==> config.mk <==
export PLATFORM = sky130hd
export DESIGN_NAME = lsq_top
export DESIGN_NICKNAME = d
export VERILOG_FILES = /design/src/design/lsq_pkg.sv /design/src/design/lsq_top.sv /design/src/design/load_store_queue.sv /design/src/design/store_buffer.sv /design/src/design/mem_port_fsm.sv /design/src/design/ack_timer.sv
export VERILOG_INCLUDE_DIRS = /design/src /design/src/design
export SDC_FILE = /design/constraint.sdc
export NUM_CORES = 1
export LEC_CHECK = 0
export ABC_AREA = 1
export BUFFER_PORTS_ARGS = -buffer_cell sky130_fd_sc_hd__clkbuf_2
export CAP_MARGIN = 30
export CELL_PAD_IN_SITES_DETAIL_PLACEMENT = 2
export CELL_PAD_IN_SITES_GLOBAL_PLACEMENT = 2
export CORE_MARGIN = 2
export CORE_UTILIZATION = 45
export DETAILED_ROUTE_END_ITERATION = 8
export PLACE_DENSITY_LB_ADDON = 0.3
export REMOVE_ABC_BUFFERS = 1
export SYNTH_ARGS = -nofsm -noshare
export SYNTH_HDL_FRONTEND = slang
export SYNTH_HIERARCHICAL = 1
export SYNTH_SLANG_ARGS = --single-unit
==> constraint.sdc <==
create_clock -name clk_i -period 7.5 [get_ports clk_i]
set_input_delay 1.5 -clock clk_i [delete_from_list [all_inputs] [get_ports clk_i]]
set_output_delay 1.5 -clock clk_i [all_outputs]
set_load 0.1 [all_outputs]
==> src/design/lsq_defines.svh <==
// Queue depths, data path widths, legal address window and ack timeout macros
`ifndef LSQ_DEFINES_SVH
`define LSQ_DEFINES_SVH

`define LSQ_DEPTH   8               // Operation queue entries
`define SB_DEPTH    4               // Store buffer entries

`define ADDR_W      32
`define DATA_W      32
`define TAG_W       6

// Legal physical window, upper bound excluded
`define MEM_LO      32'h0000_1000
`define MEM_HI      32'h0001_0000

`define ACK_TIMEOUT 16              // Cycles waiting for ack before a bus error

`endif
==> src/design/lsq_pkg.sv <==
// Package with operation, queue entry, memory request, response and cause types
`default_nettype none

`include "lsq_defines.svh"

package lsq_pkg;

    typedef enum logic {
        KIND_LOAD  = 1'b0,
        KIND_STORE = 1'b1
    } mem_kind_e;

    typedef enum logic [1:0] {
        SIZE_BYTE = 2'b00,
        SIZE_HALF = 2'b01,
        SIZE_WORD = 2'b10
    } mem_size_e;

    typedef enum logic [1:0] {
        CAUSE_NONE         = 2'b00,
        CAUSE_MISALIGNED   = 2'b01,
        CAUSE_ACCESS_FAULT = 2'b10,
        CAUSE_BUS_ERROR    = 2'b11
    } cause_e;

    // Operation as handed in by execute
    typedef struct packed {
        logic               valid;
        mem_kind_e          kind;
        mem_size_e          size;
        logic [`TAG_W-1:0]  tag;
        logic [`ADDR_W-1:0] addr;
        logic [`DATA_W-1:0] data;
    } mem_op_t;

    typedef struct packed {
        mem_op_t op;
        cause_e  cause;     // Result of the entry checks
    } lsq_entry_t;

    typedef struct packed {
        logic                 write;
        logic [`ADDR_W-1:0]   addr;
        logic [`DATA_W-1:0]   data;
        logic [`DATA_W/8-1:0] strb;
    } mem_req_t;

    // Response toward writeback
    typedef struct packed {
        logic [`TAG_W-1:0]  tag;
        mem_kind_e          kind;
        logic [`DATA_W-1:0] data;
        cause_e             cause;
    } lsq_resp_t;

endpackage

`default_nettype wire

==> src/design/lsq_top.sv <==
// Load/store unit top level with queue, store buffer, memory port FSM and ack timer
`timescale 1ns/1ps
`default_nettype none

`include "lsq_defines.svh"

module lsq_top (
    input  wire                   clk_i,
    input  wire                   rstn_i,

    input  wire lsq_pkg::mem_op_t op_i,
    output logic                  ready_o,

    input  wire                   commit_valid_i,
    input  wire [`TAG_W-1:0]      commit_tag_i,

    output lsq_pkg::mem_req_t     mem_req_o,
    output logic                  mem_req_valid_o,
    input  wire                   mem_ack_i,
    input  wire [`DATA_W-1:0]     mem_rdata_i,

    output lsq_pkg::lsq_resp_t    resp_o,
    output logic                  resp_valid_o,
    output logic                  collision_o    // Load held behind a buffered store
);

    import lsq_pkg::*;

    logic               sb_push;
    lsq_entry_t         sb_entry;
    logic               sb_full;
    logic [`ADDR_W-1:0] load_addr;
    logic               disp_valid;
    lsq_entry_t         disp_entry;
    logic               disp_take;
    logic               drain_valid;
    lsq_entry_t         drain_entry;
    logic               drain_take;
    logic               timer_run;
    logic               timer_expired;

    load_store_queue i_load_store_queue (
        .clk_i          (clk_i),
        .rstn_i         (rstn_i),
        .op_i           (op_i),
        .ready_o        (ready_o),
        .sb_push_o      (sb_push),
        .sb_entry_o     (sb_entry),
        .sb_full_i      (sb_full),
        .sb_collision_i (collision_o),
        .load_addr_o    (load_addr),
        .disp_valid_o   (disp_valid),
        .disp_entry_o   (disp_entry),
        .disp_take_i    (disp_take)
    );

    store_buffer i_store_buffer (
        .clk_i          (clk_i),
        .rstn_i         (rstn_i),
        .push_i         (sb_push),
        .entry_i        (sb_entry),
        .full_o         (sb_full),
        .load_addr_i    (load_addr),
        .collision_o    (collision_o),
        .commit_valid_i (commit_valid_i),
        .commit_tag_i   (commit_tag_i),
        .drain_valid_o  (drain_valid),
        .drain_entry_o  (drain_entry),
        .drain_take_i   (drain_take)
    );

    mem_port_fsm i_mem_port_fsm (
        .clk_i           (clk_i),
        .rstn_i          (rstn_i),
        .sb_valid_i      (drain_valid),
        .sb_entry_i      (drain_entry),
        .lsq_valid_i     (disp_valid),
        .lsq_entry_i     (disp_entry),
        .sb_take_o       (drain_take),
        .lsq_take_o      (disp_take),
        .mem_req_o       (mem_req_o),
        .mem_req_valid_o (mem_req_valid_o),
        .mem_ack_i       (mem_ack_i),
        .mem_rdata_i     (mem_rdata_i),
        .timer_run_o     (timer_run),
        .timer_expired_i (timer_expired),
        .resp_o          (resp_o),
        .resp_valid_o    (resp_valid_o)
    );

    ack_timer i_ack_timer (
        .clk_i     (clk_i),
        .rstn_i    (rstn_i),
        .run_i     (timer_run),
        .expired_o (timer_expired)
    );

endmodule

`default_nettype wire

==> src/design/load_store_queue.sv <==
// Circular operation queue with entry checks, head steering and load collision hold
`timescale 1ns/1ps
`default_nettype none

`include "lsq_defines.svh"

module load_store_queue (
    input  wire                  clk_i,
    input  wire                  rstn_i,

    input  wire lsq_pkg::mem_op_t op_i,        // From execute
    output logic                 ready_o,

    output logic                 sb_push_o,
    output lsq_pkg::lsq_entry_t  sb_entry_o,
    input  wire                  sb_full_i,
    input  wire                  sb_collision_i,
    output logic [`ADDR_W-1:0]   load_addr_o,

    output logic                 disp_valid_o,
    output lsq_pkg::lsq_entry_t  disp_entry_o,
    input  wire                  disp_take_i
);

    import lsq_pkg::*;

    localparam int PTR_W = $clog2(`LSQ_DEPTH);
    localparam int CNT_W = PTR_W + 1;

    lsq_entry_t       queue_mem [`LSQ_DEPTH];
    logic [PTR_W-1:0] head_q;
    logic [PTR_W-1:0] tail_q;
    logic [CNT_W-1:0] count_q;

    logic       push;
    logic       pop;
    logic       misaligned;
    logic       out_of_window;
    lsq_entry_t new_entry;
    lsq_entry_t head_entry;
    logic       head_valid;
    logic       head_clean;
    logic       head_is_load;

    // Alignment check per access size
    always_comb begin
        case (op_i.size)
            SIZE_BYTE: misaligned = 1'b0;
            SIZE_HALF: misaligned = op_i.addr[0];
            SIZE_WORD: misaligned = |op_i.addr[1:0];
            default:   misaligned = 1'b1;    // Unused size code
        endcase
    end

    assign out_of_window = (op_i.addr < `MEM_LO) || (op_i.addr >= `MEM_HI);

    always_comb begin
        new_entry.op = op_i;
        if (misaligned) begin
            new_entry.cause = CAUSE_MISALIGNED;     // Wins over the window check
        end else if (out_of_window) begin
            new_entry.cause = CAUSE_ACCESS_FAULT;
        end else begin
            new_entry.cause = CAUSE_NONE;
        end
    end

    assign ready_o = count_q != CNT_W'(`LSQ_DEPTH);
    assign push    = op_i.valid && ready_o;

    always_ff @(posedge clk_i) begin
        if (push) begin
            queue_mem[tail_q] <= new_entry;
        end
    end

    // Head decode
    assign head_entry   = queue_mem[head_q];
    assign head_valid   = count_q != '0;
    assign head_clean   = head_entry.cause == CAUSE_NONE;
    assign head_is_load = head_entry.op.kind == KIND_LOAD;

    // Clean stores move into the store buffer
    assign sb_push_o  = head_valid && head_clean && !head_is_load && !sb_full_i;
    assign sb_entry_o = head_entry;

    // Faulted entries never wait, clean loads wait out a collision
    assign disp_valid_o = head_valid && (!head_clean || (head_is_load && !sb_collision_i));
    assign disp_entry_o = head_entry;

    // All ones lies outside the window, so it never matches a buffered store
    assign load_addr_o = (head_valid && head_clean && head_is_load) ? head_entry.op.addr : '1;

    assign pop = sb_push_o || disp_take_i;

    always_ff @(posedge clk_i or negedge rstn_i) begin
        if (!rstn_i) begin
            head_q  <= '0;
            tail_q  <= '0;
            count_q <= '0;
        end else begin
            if (push) begin
                tail_q <= tail_q + 1'b1;
            end
            if (pop) begin
                head_q <= head_q + 1'b1;
            end
            count_q <= count_q + CNT_W'(push) - CNT_W'(pop);
        end
    end

    a_take_needs_head: assert property (@(posedge clk_i) disable iff (!rstn_i)
        disp_take_i |-> disp_valid_o)
        else $error("dispatch taken without a valid queue head");

endmodule

`default_nettype wire

==> src/design/store_buffer.sv <==
// Store buffer FIFO with commit-gated drain and word address collision search
`timescale 1ns/1ps
`default_nettype none

`include "lsq_defines.svh"

module store_buffer (
    input  wire                     clk_i,
    input  wire                     rstn_i,

    input  wire                     push_i,
    input  wire lsq_pkg::lsq_entry_t entry_i,
    output logic                    full_o,

    input  wire [`ADDR_W-1:0]       load_addr_i,
    output logic                    collision_o,

    input  wire                     commit_valid_i,
    input  wire [`TAG_W-1:0]        commit_tag_i,

    output logic                    drain_valid_o,
    output lsq_pkg::lsq_entry_t     drain_entry_o,
    input  wire                     drain_take_i
);

    import lsq_pkg::*;

    localparam int PTR_W = $clog2(`SB_DEPTH);

    lsq_entry_t          sb_mem [`SB_DEPTH];
    logic [`SB_DEPTH-1:0] valid_q;
    logic [`SB_DEPTH-1:0] committed_q;
    logic [PTR_W-1:0]    head_q;
    logic [PTR_W-1:0]    tail_q;

    assign full_o        = valid_q[tail_q];      // Tail slot taken means every slot is
    assign drain_valid_o = valid_q[head_q] && committed_q[head_q];
    assign drain_entry_o = sb_mem[head_q];

    // Word match against every live store
    always_comb begin
        collision_o = 1'b0;
        for (int i = 0; i < `SB_DEPTH; i++) begin
            if (valid_q[i] && sb_mem[i].op.addr[`ADDR_W-1:2] == load_addr_i[`ADDR_W-1:2]) begin
                collision_o = 1'b1;
            end
        end
    end

    always_ff @(posedge clk_i) begin
        if (push_i) begin
            sb_mem[tail_q] <= entry_i;
        end
    end

    always_ff @(posedge clk_i or negedge rstn_i) begin
        if (!rstn_i) begin
            valid_q     <= '0;
            committed_q <= '0;
            head_q      <= '0;
            tail_q      <= '0;
        end else begin
            for (int i = 0; i < `SB_DEPTH; i++) begin
                if (commit_valid_i && valid_q[i] && sb_mem[i].op.tag == commit_tag_i) begin
                    committed_q[i] <= 1'b1;
                end
            end
            if (push_i) begin
                valid_q[tail_q]     <= 1'b1;
                // Commit may arrive in the very cycle of the push
                committed_q[tail_q] <= commit_valid_i && entry_i.op.tag == commit_tag_i;
                tail_q              <= tail_q + 1'b1;
            end
            if (drain_take_i) begin
                valid_q[head_q]     <= 1'b0;
                committed_q[head_q] <= 1'b0;
                head_q              <= head_q + 1'b1;
            end
        end
    end

    a_take_needs_valid: assert property (@(posedge clk_i) disable iff (!rstn_i)
        drain_take_i |-> drain_valid_o)
        else $error("store drained without a committed head entry");

endmodule

`default_nettype wire

==> src/design/mem_port_fsm.sv <==
// Four-phase req/ack FSM toward data memory with dispatch arbitration and response build
`timescale 1ns/1ps
`default_nettype none

`include "lsq_defines.svh"

module mem_port_fsm (
    input  wire                      clk_i,
    input  wire                      rstn_i,

    input  wire                      sb_valid_i,
    input  wire lsq_pkg::lsq_entry_t sb_entry_i,
    input  wire                      lsq_valid_i,
    input  wire lsq_pkg::lsq_entry_t lsq_entry_i,
    output logic                     sb_take_o,
    output logic                     lsq_take_o,

    output lsq_pkg::mem_req_t        mem_req_o,
    output logic                     mem_req_valid_o,
    input  wire                      mem_ack_i,
    input  wire [`DATA_W-1:0]        mem_rdata_i,

    output logic                     timer_run_o,
    input  wire                      timer_expired_i,

    output lsq_pkg::lsq_resp_t       resp_o,
    output logic                     resp_valid_o
);

    import lsq_pkg::*;

    localparam int STRB_W = `DATA_W / 8;

    typedef enum logic [1:0] {
        ST_IDLE,
        ST_WAIT_HI,     // req high, waiting for ack
        ST_WAIT_LO,     // req low, waiting for ack release
        ST_RESPOND
    } state_e;

    state_e             state_q;
    state_e             state_d;
    lsq_entry_t         cur_q;
    cause_e             cause_q;
    logic [`DATA_W-1:0] rdata_q;

    // Lane select and sign extension of load data
    function automatic logic [`DATA_W-1:0] extend_load(input lsq_entry_t e,
                                                       input logic [`DATA_W-1:0] raw);
        logic [`DATA_W-1:0] shifted;
        shifted = raw >> {e.op.addr[1:0], 3'b000};
        case (e.op.size)
            SIZE_BYTE: return {{(`DATA_W-8){shifted[7]}}, shifted[7:0]};
            SIZE_HALF: return {{(`DATA_W-16){shifted[15]}}, shifted[15:0]};
            default:   return shifted;
        endcase
    endfunction

    // Drainable store first, then the queue head
    always_comb begin
        state_d     = state_q;
        sb_take_o   = 1'b0;
        lsq_take_o  = 1'b0;
        timer_run_o = 1'b0;
        case (state_q)
            ST_IDLE: begin
                if (sb_valid_i) begin
                    sb_take_o = 1'b1;
                    state_d   = ST_WAIT_HI;
                end else if (lsq_valid_i) begin
                    lsq_take_o = 1'b1;
                    if (lsq_entry_i.cause == CAUSE_NONE) begin
                        state_d = ST_WAIT_HI;
                    end else begin
                        state_d = ST_RESPOND;   // Checked fault, no memory access
                    end
                end
            end
            ST_WAIT_HI: begin
                timer_run_o = 1'b1;
                if (mem_ack_i) begin
                    state_d = ST_WAIT_LO;
                end else if (timer_expired_i) begin
                    state_d = ST_RESPOND;       // Ack already seen low here
                end
            end
            ST_WAIT_LO: begin
                if (!mem_ack_i) begin
                    state_d = ST_RESPOND;
                end
            end
            default: state_d = ST_IDLE;
        endcase
    end

    always_ff @(posedge clk_i or negedge rstn_i) begin
        if (!rstn_i) begin
            state_q <= ST_IDLE;
        end else begin
            state_q <= state_d;
        end
    end

    always_ff @(posedge clk_i) begin
        if (sb_take_o) begin
            cur_q   <= sb_entry_i;
            cause_q <= sb_entry_i.cause;
        end else if (lsq_take_o) begin
            cur_q   <= lsq_entry_i;
            cause_q <= lsq_entry_i.cause;
        end
        if (state_q == ST_WAIT_HI) begin
            if (mem_ack_i) begin
                rdata_q <= extend_load(cur_q, mem_rdata_i);   // rdata valid with ack
            end else if (timer_expired_i) begin
                cause_q <= CAUSE_BUS_ERROR;
            end
        end
    end

    // Request held stable from the latched entry
    always_comb begin
        mem_req_o.write = cur_q.op.kind == KIND_STORE;
        mem_req_o.addr  = cur_q.op.addr;
        case (cur_q.op.size)
            SIZE_BYTE: begin
                mem_req_o.data = {(`DATA_W/8){cur_q.op.data[7:0]}};
                mem_req_o.strb = STRB_W'(1) << cur_q.op.addr[1:0];
            end
            SIZE_HALF: begin
                mem_req_o.data = {(`DATA_W/16){cur_q.op.data[15:0]}};
                mem_req_o.strb = STRB_W'(3) << cur_q.op.addr[1:0];
            end
            default: begin
                mem_req_o.data = cur_q.op.data;
                mem_req_o.strb = '1;
            end
        endcase
    end

    assign mem_req_valid_o = state_q == ST_WAIT_HI;

    assign resp_valid_o = state_q == ST_RESPOND;
    assign resp_o.tag   = cur_q.op.tag;
    assign resp_o.kind  = cur_q.op.kind;
    assign resp_o.cause = cause_q;
    assign resp_o.data  = (cur_q.op.kind == KIND_LOAD && cause_q == CAUSE_NONE) ? rdata_q : '0;

    a_ack_needs_req: assert property (@(posedge clk_i) disable iff (!rstn_i)
        $rose(mem_ack_i) |-> mem_req_valid_o)
        else $error("memory ack raised without a pending request");

endmodule

`default_nettype wire

==> src/design/ack_timer.sv <==
// Saturating counter of cycles spent waiting for ack, with expiry flag
`timescale 1ns/1ps
`default_nettype none

`include "lsq_defines.svh"

module ack_timer (
    input  wire  clk_i,
    input  wire  rstn_i,
    input  wire  run_i,         // High while the port waits for ack
    output logic expired_o
);

    localparam int CNT_W = $clog2(`ACK_TIMEOUT + 1);

    logic [CNT_W-1:0] cnt_q;

    always_ff @(posedge clk_i or negedge rstn_i) begin
        if (!rstn_i) begin
            cnt_q <= '0;
        end else if (!run_i) begin
            cnt_q <= '0;
        end else if (cnt_q != CNT_W'(`ACK_TIMEOUT)) begin
            cnt_q <= cnt_q + 1'b1;      // Holds at the limit
        end
    end

    assign expired_o = cnt_q == CNT_W'(`ACK_TIMEOUT);

endmodule

`default_nettype wire

==> metrics.md <==
| Metric | Value |
|---|---|
| Slowest stage cell, crit path | buf_4 |
| Area Growth Syn to Fin | 11.2% |
| Status | finished clean |
| Reg2Reg Depth | 27 |
| Core box area | 100000 µm² |
| Lkg Pwr | 19.1 nW |
| Critical Path RT | about 6 ns |
| Cell Chain, Critical Path | buf_12 > buf_4 > o21ai_0 > o22ai_1 > nand2_1 > nand4_1 > inv_1 > nand2_1 > nand2_1 > nor2_1 > nand2_1 > nor2_1 > nand2_1 > nor2_1 > nor2_1 > nand2_1 > clkbuf_2 |
| Detailed-route wire length per cell | approximately 33 µm |
| Gr usage total | between 30% and 40% |
| Internal power | 13.4 mW |
| Post-cts repair resize count | 0 |
| DR DRC count | 0 |
| Sequential power share | 34.0% |
| Syn Area/Cell | 11.0 µm² |
| Clock share of power | between 20 and 25% |
| Setup bufs post-CTS | 0 |
| Worst-skew pair later-pin latency | between 0.7 and 0.8 ns |
| Final #Nets | 4342 |
| Hold-fix buffers at CTS | 0 |
| Die H | 322 µm |
| Initial DRC count | ~3700 |
| DRT Pass-1 Iters | 6 |
| Die area | 103000 µm² |
| Sw Pwr | 12.4 mW |
| Final slew viol count | 0 |
| Hpwl dp | 104000 µm |
| Largest net degree at the start of global routing | 163 |
| Row count | 116 |
| PortBufs | 229 |
| Critical path endpoint category | primary output |
| Root buffer cell | clkbuf_16 |
| Fin crit share | between 90% and 100% |
| Clock slew at reported path FFs | ~0.070 ns |
| CTS Buf Count | 112 |
| Vias in the first global route | 37600 |
| First-pass GRT wire length | approximately 250000 µm |
| PD cells | between 500 and 600 nW/µm² |
| Initial core utilization | 45.4% |
| Slew @ Worst Pin | ~1.0 ns |
| YS warnings | 6 |
| Max-slew headroom | 32.3% |
| Final GP Congestion | 0.878 |
| Antenna violations before repair | 13 |
| Avg Vias per Cell | 6.25 |
| I/O Pins | 230 |
| CTS tree | built |
| Max H-tree Level | 3 |
| RSZ-0062 raised after global routing | false |
| VDD IR max | 0.253 mV |
| Setup TNS | 0 ns |
| Sw Ratio | 48.2% |
| DR vias | 35100 |
| WS Path Type | flip-flop to primary output |
| Crit path largest cell delay | 0.77 ns |
| Gate Count Post-Synth | between 4000 and 5000 |
| Placed Cells | 5385 |
| Clock skew | between 0.03 and 0.04 ns |
| Max_cap viols | 0 |
| Cell Area, Synth | 45400 µm² |
| CTS max path bufs | 3 |
| Crit Path Max Fanout | 160 |
| Die W | roughly 320 µm |
| CP Launch Type | flip-flop |
| Hold slack | 0.563 ns |
| Sink Count | 1036 |
| Worst EP arrival | 5.70 ns |
| Comb power frac | 43.7% |
| Cell mode on critical path | nand2_1 |
| # setup viols final | 0 |
| Final Routed Wirelength | 185000 µm |
| Max Clk Rate | 139 MHz |
| Hold Vio Cnt, Final | 0 |
| Post-route ant nets | 0 |
| Total power | 25.8 mW |
| GRT overflow | 0 |
| Cell Count, Final, Fillers Out | 5605 |
| Hold Path Class | flip-flop to flip-flop |
| Crit path time final | 7.20 ns |
| WHS Path Cells | 2 |
| Ratio of cells with drive above 1 in the final layout | 11.7% |
## final timing paths
kind                                                           from                                  endpoint  slack, ns
max reg2reg                i_load_store_queue/head_q[0]$_DFFE_PN0N_   i_load_store_queue/count_q[2]$_DFF_PN0_       0.58
min reg2reg                   i_mem_port_fsm/state_q[0]$_DFFE_PN0P_     i_mem_port_fsm/state_q[0]$_DFFE_PN0P_       0.56
min                           i_mem_port_fsm/state_q[0]$_DFFE_PN0P_     i_mem_port_fsm/state_q[0]$_DFFE_PN0P_       0.56
max in group asynchronous                                    rstn_i      i_store_buffer/head_q[0]$_DFFE_PN0P_       6.53
max                        i_load_store_queue/head_q[0]$_DFFE_PN0N_                               collision_o       0.30
min in group asynchronous                                    rstn_i  i_load_store_queue/head_q[1]$_DFFE_PN0N_       0.75
## power groups by stage
stage	Clock, mW	Sequential [mW]	Combinational (mW)
2_1_floorplan	0	9.93	5.50
3_3_place_gp	0	8.68	9.92
3_5_place_dp	0	8.80	10.6
4_1_cts	5.64	8.72	10.9
5_1_grt	5.94	8.82	11.8
6_report	5.73	8.77	11.3
## layer usage
metal / GRT usage [%] / part of all wire [%] / up-vias
met5: 0 / 0.039 / -
met4: 16.8 / 5.6 / 12
met3: 5.31 / 7.2 / 592
met2: 57.7 / 49 / 1865
met1: 40.6 / 38 / 18200
li1: - / - / 14400
## cell usage in the layout, fill, tap and decap left out, types with 3 or more instances in the layout
cell type,n
clkbuf_2,229
inv_1,232
inv_2,6
nand2_1,838
o21bai_1,3
clkinv_2,30
xor2_1,13
nor4_1,5
a22oi_1,7
a31oi_1,40
clkbuf_16,114
o22ai_1,156
nor2_4,10
buf_12,10
clkbuf_1,26
nand3_1,65
nand3_2,8
o21ai_0,474
a21oi_1,90
nor2_1,672
o21ai_1,20
ha_1,22
edfxtp_1,1005
inv_4,3
dfrtp_1,24
nor2_2,3
diode_2,7
buf_4,47
xnor2_1,17
nand2_4,3
dfrtp_4,3
bufinv_16,9
clkinvlp_4,3
o211ai_1,21
nand4_1,33
clkinv_1,26
clkbuf_8,5
## state kept, by name, summed over array words and instances, names as in the netlist
signal / count
i_load_store_queue/queue_mem: 600
i_store_buffer/sb_mem: 300
i_mem_port_fsm/cur_q: 34
i_mem_port_fsm/mem_req_o: 33
i_mem_port_fsm/rdata_q: 32
i_mem_port_fsm/resp_o: 6
i_ack_timer/cnt_q: 5
i_load_store_queue/count_q: 4
i_store_buffer/committed_q: 4
i_store_buffer/valid_q: 4
i_load_store_queue/head_q: 3
i_load_store_queue/tail_q: 3
i_mem_port_fsm/cause_q: 2
i_mem_port_fsm/state_q: 2
i_store_buffer/head_q: 2
i_store_buffer/tail_q: 2
## cell type report
class / count / area [µm²]
diodes: 7 / 17.5
clock buffers: 145 / 3020
clock inverters: 66 / 594
fillers: 9896 / 49500
inverters: 251 / 975
multi-input cells: 2515 / 11500
flip-flops and latches: 1036 / 31000
well taps: 1298 / 1620
repair buffers: 287 / 1730
## per-stage QoR
stage / cell area (µm²) / worst slack, ns / util [%]
after floorplan: 43400 / -6.16 / -
after global placement: 46700 / 1.68 / 46.7
after detailed placement: 46800 / 1.40 / 46.8
after CTS: 50400 / 0.495 / 50.4
after global routing: 50500 / 0.105 / 50.5
final: 50500 / 0.300 / 50.5
## worst max-delay path: cells and delay by family (launching register included)
kind	cells	cell delay, ns
AND/OR/NAND/NOR	11	1.60
flip-flops	1	0.48
buffers and inverters	4	2.00
AO/OA/AOI/OAI	2	0.58
Note: power is estimated with default switching activity, not from simulation.
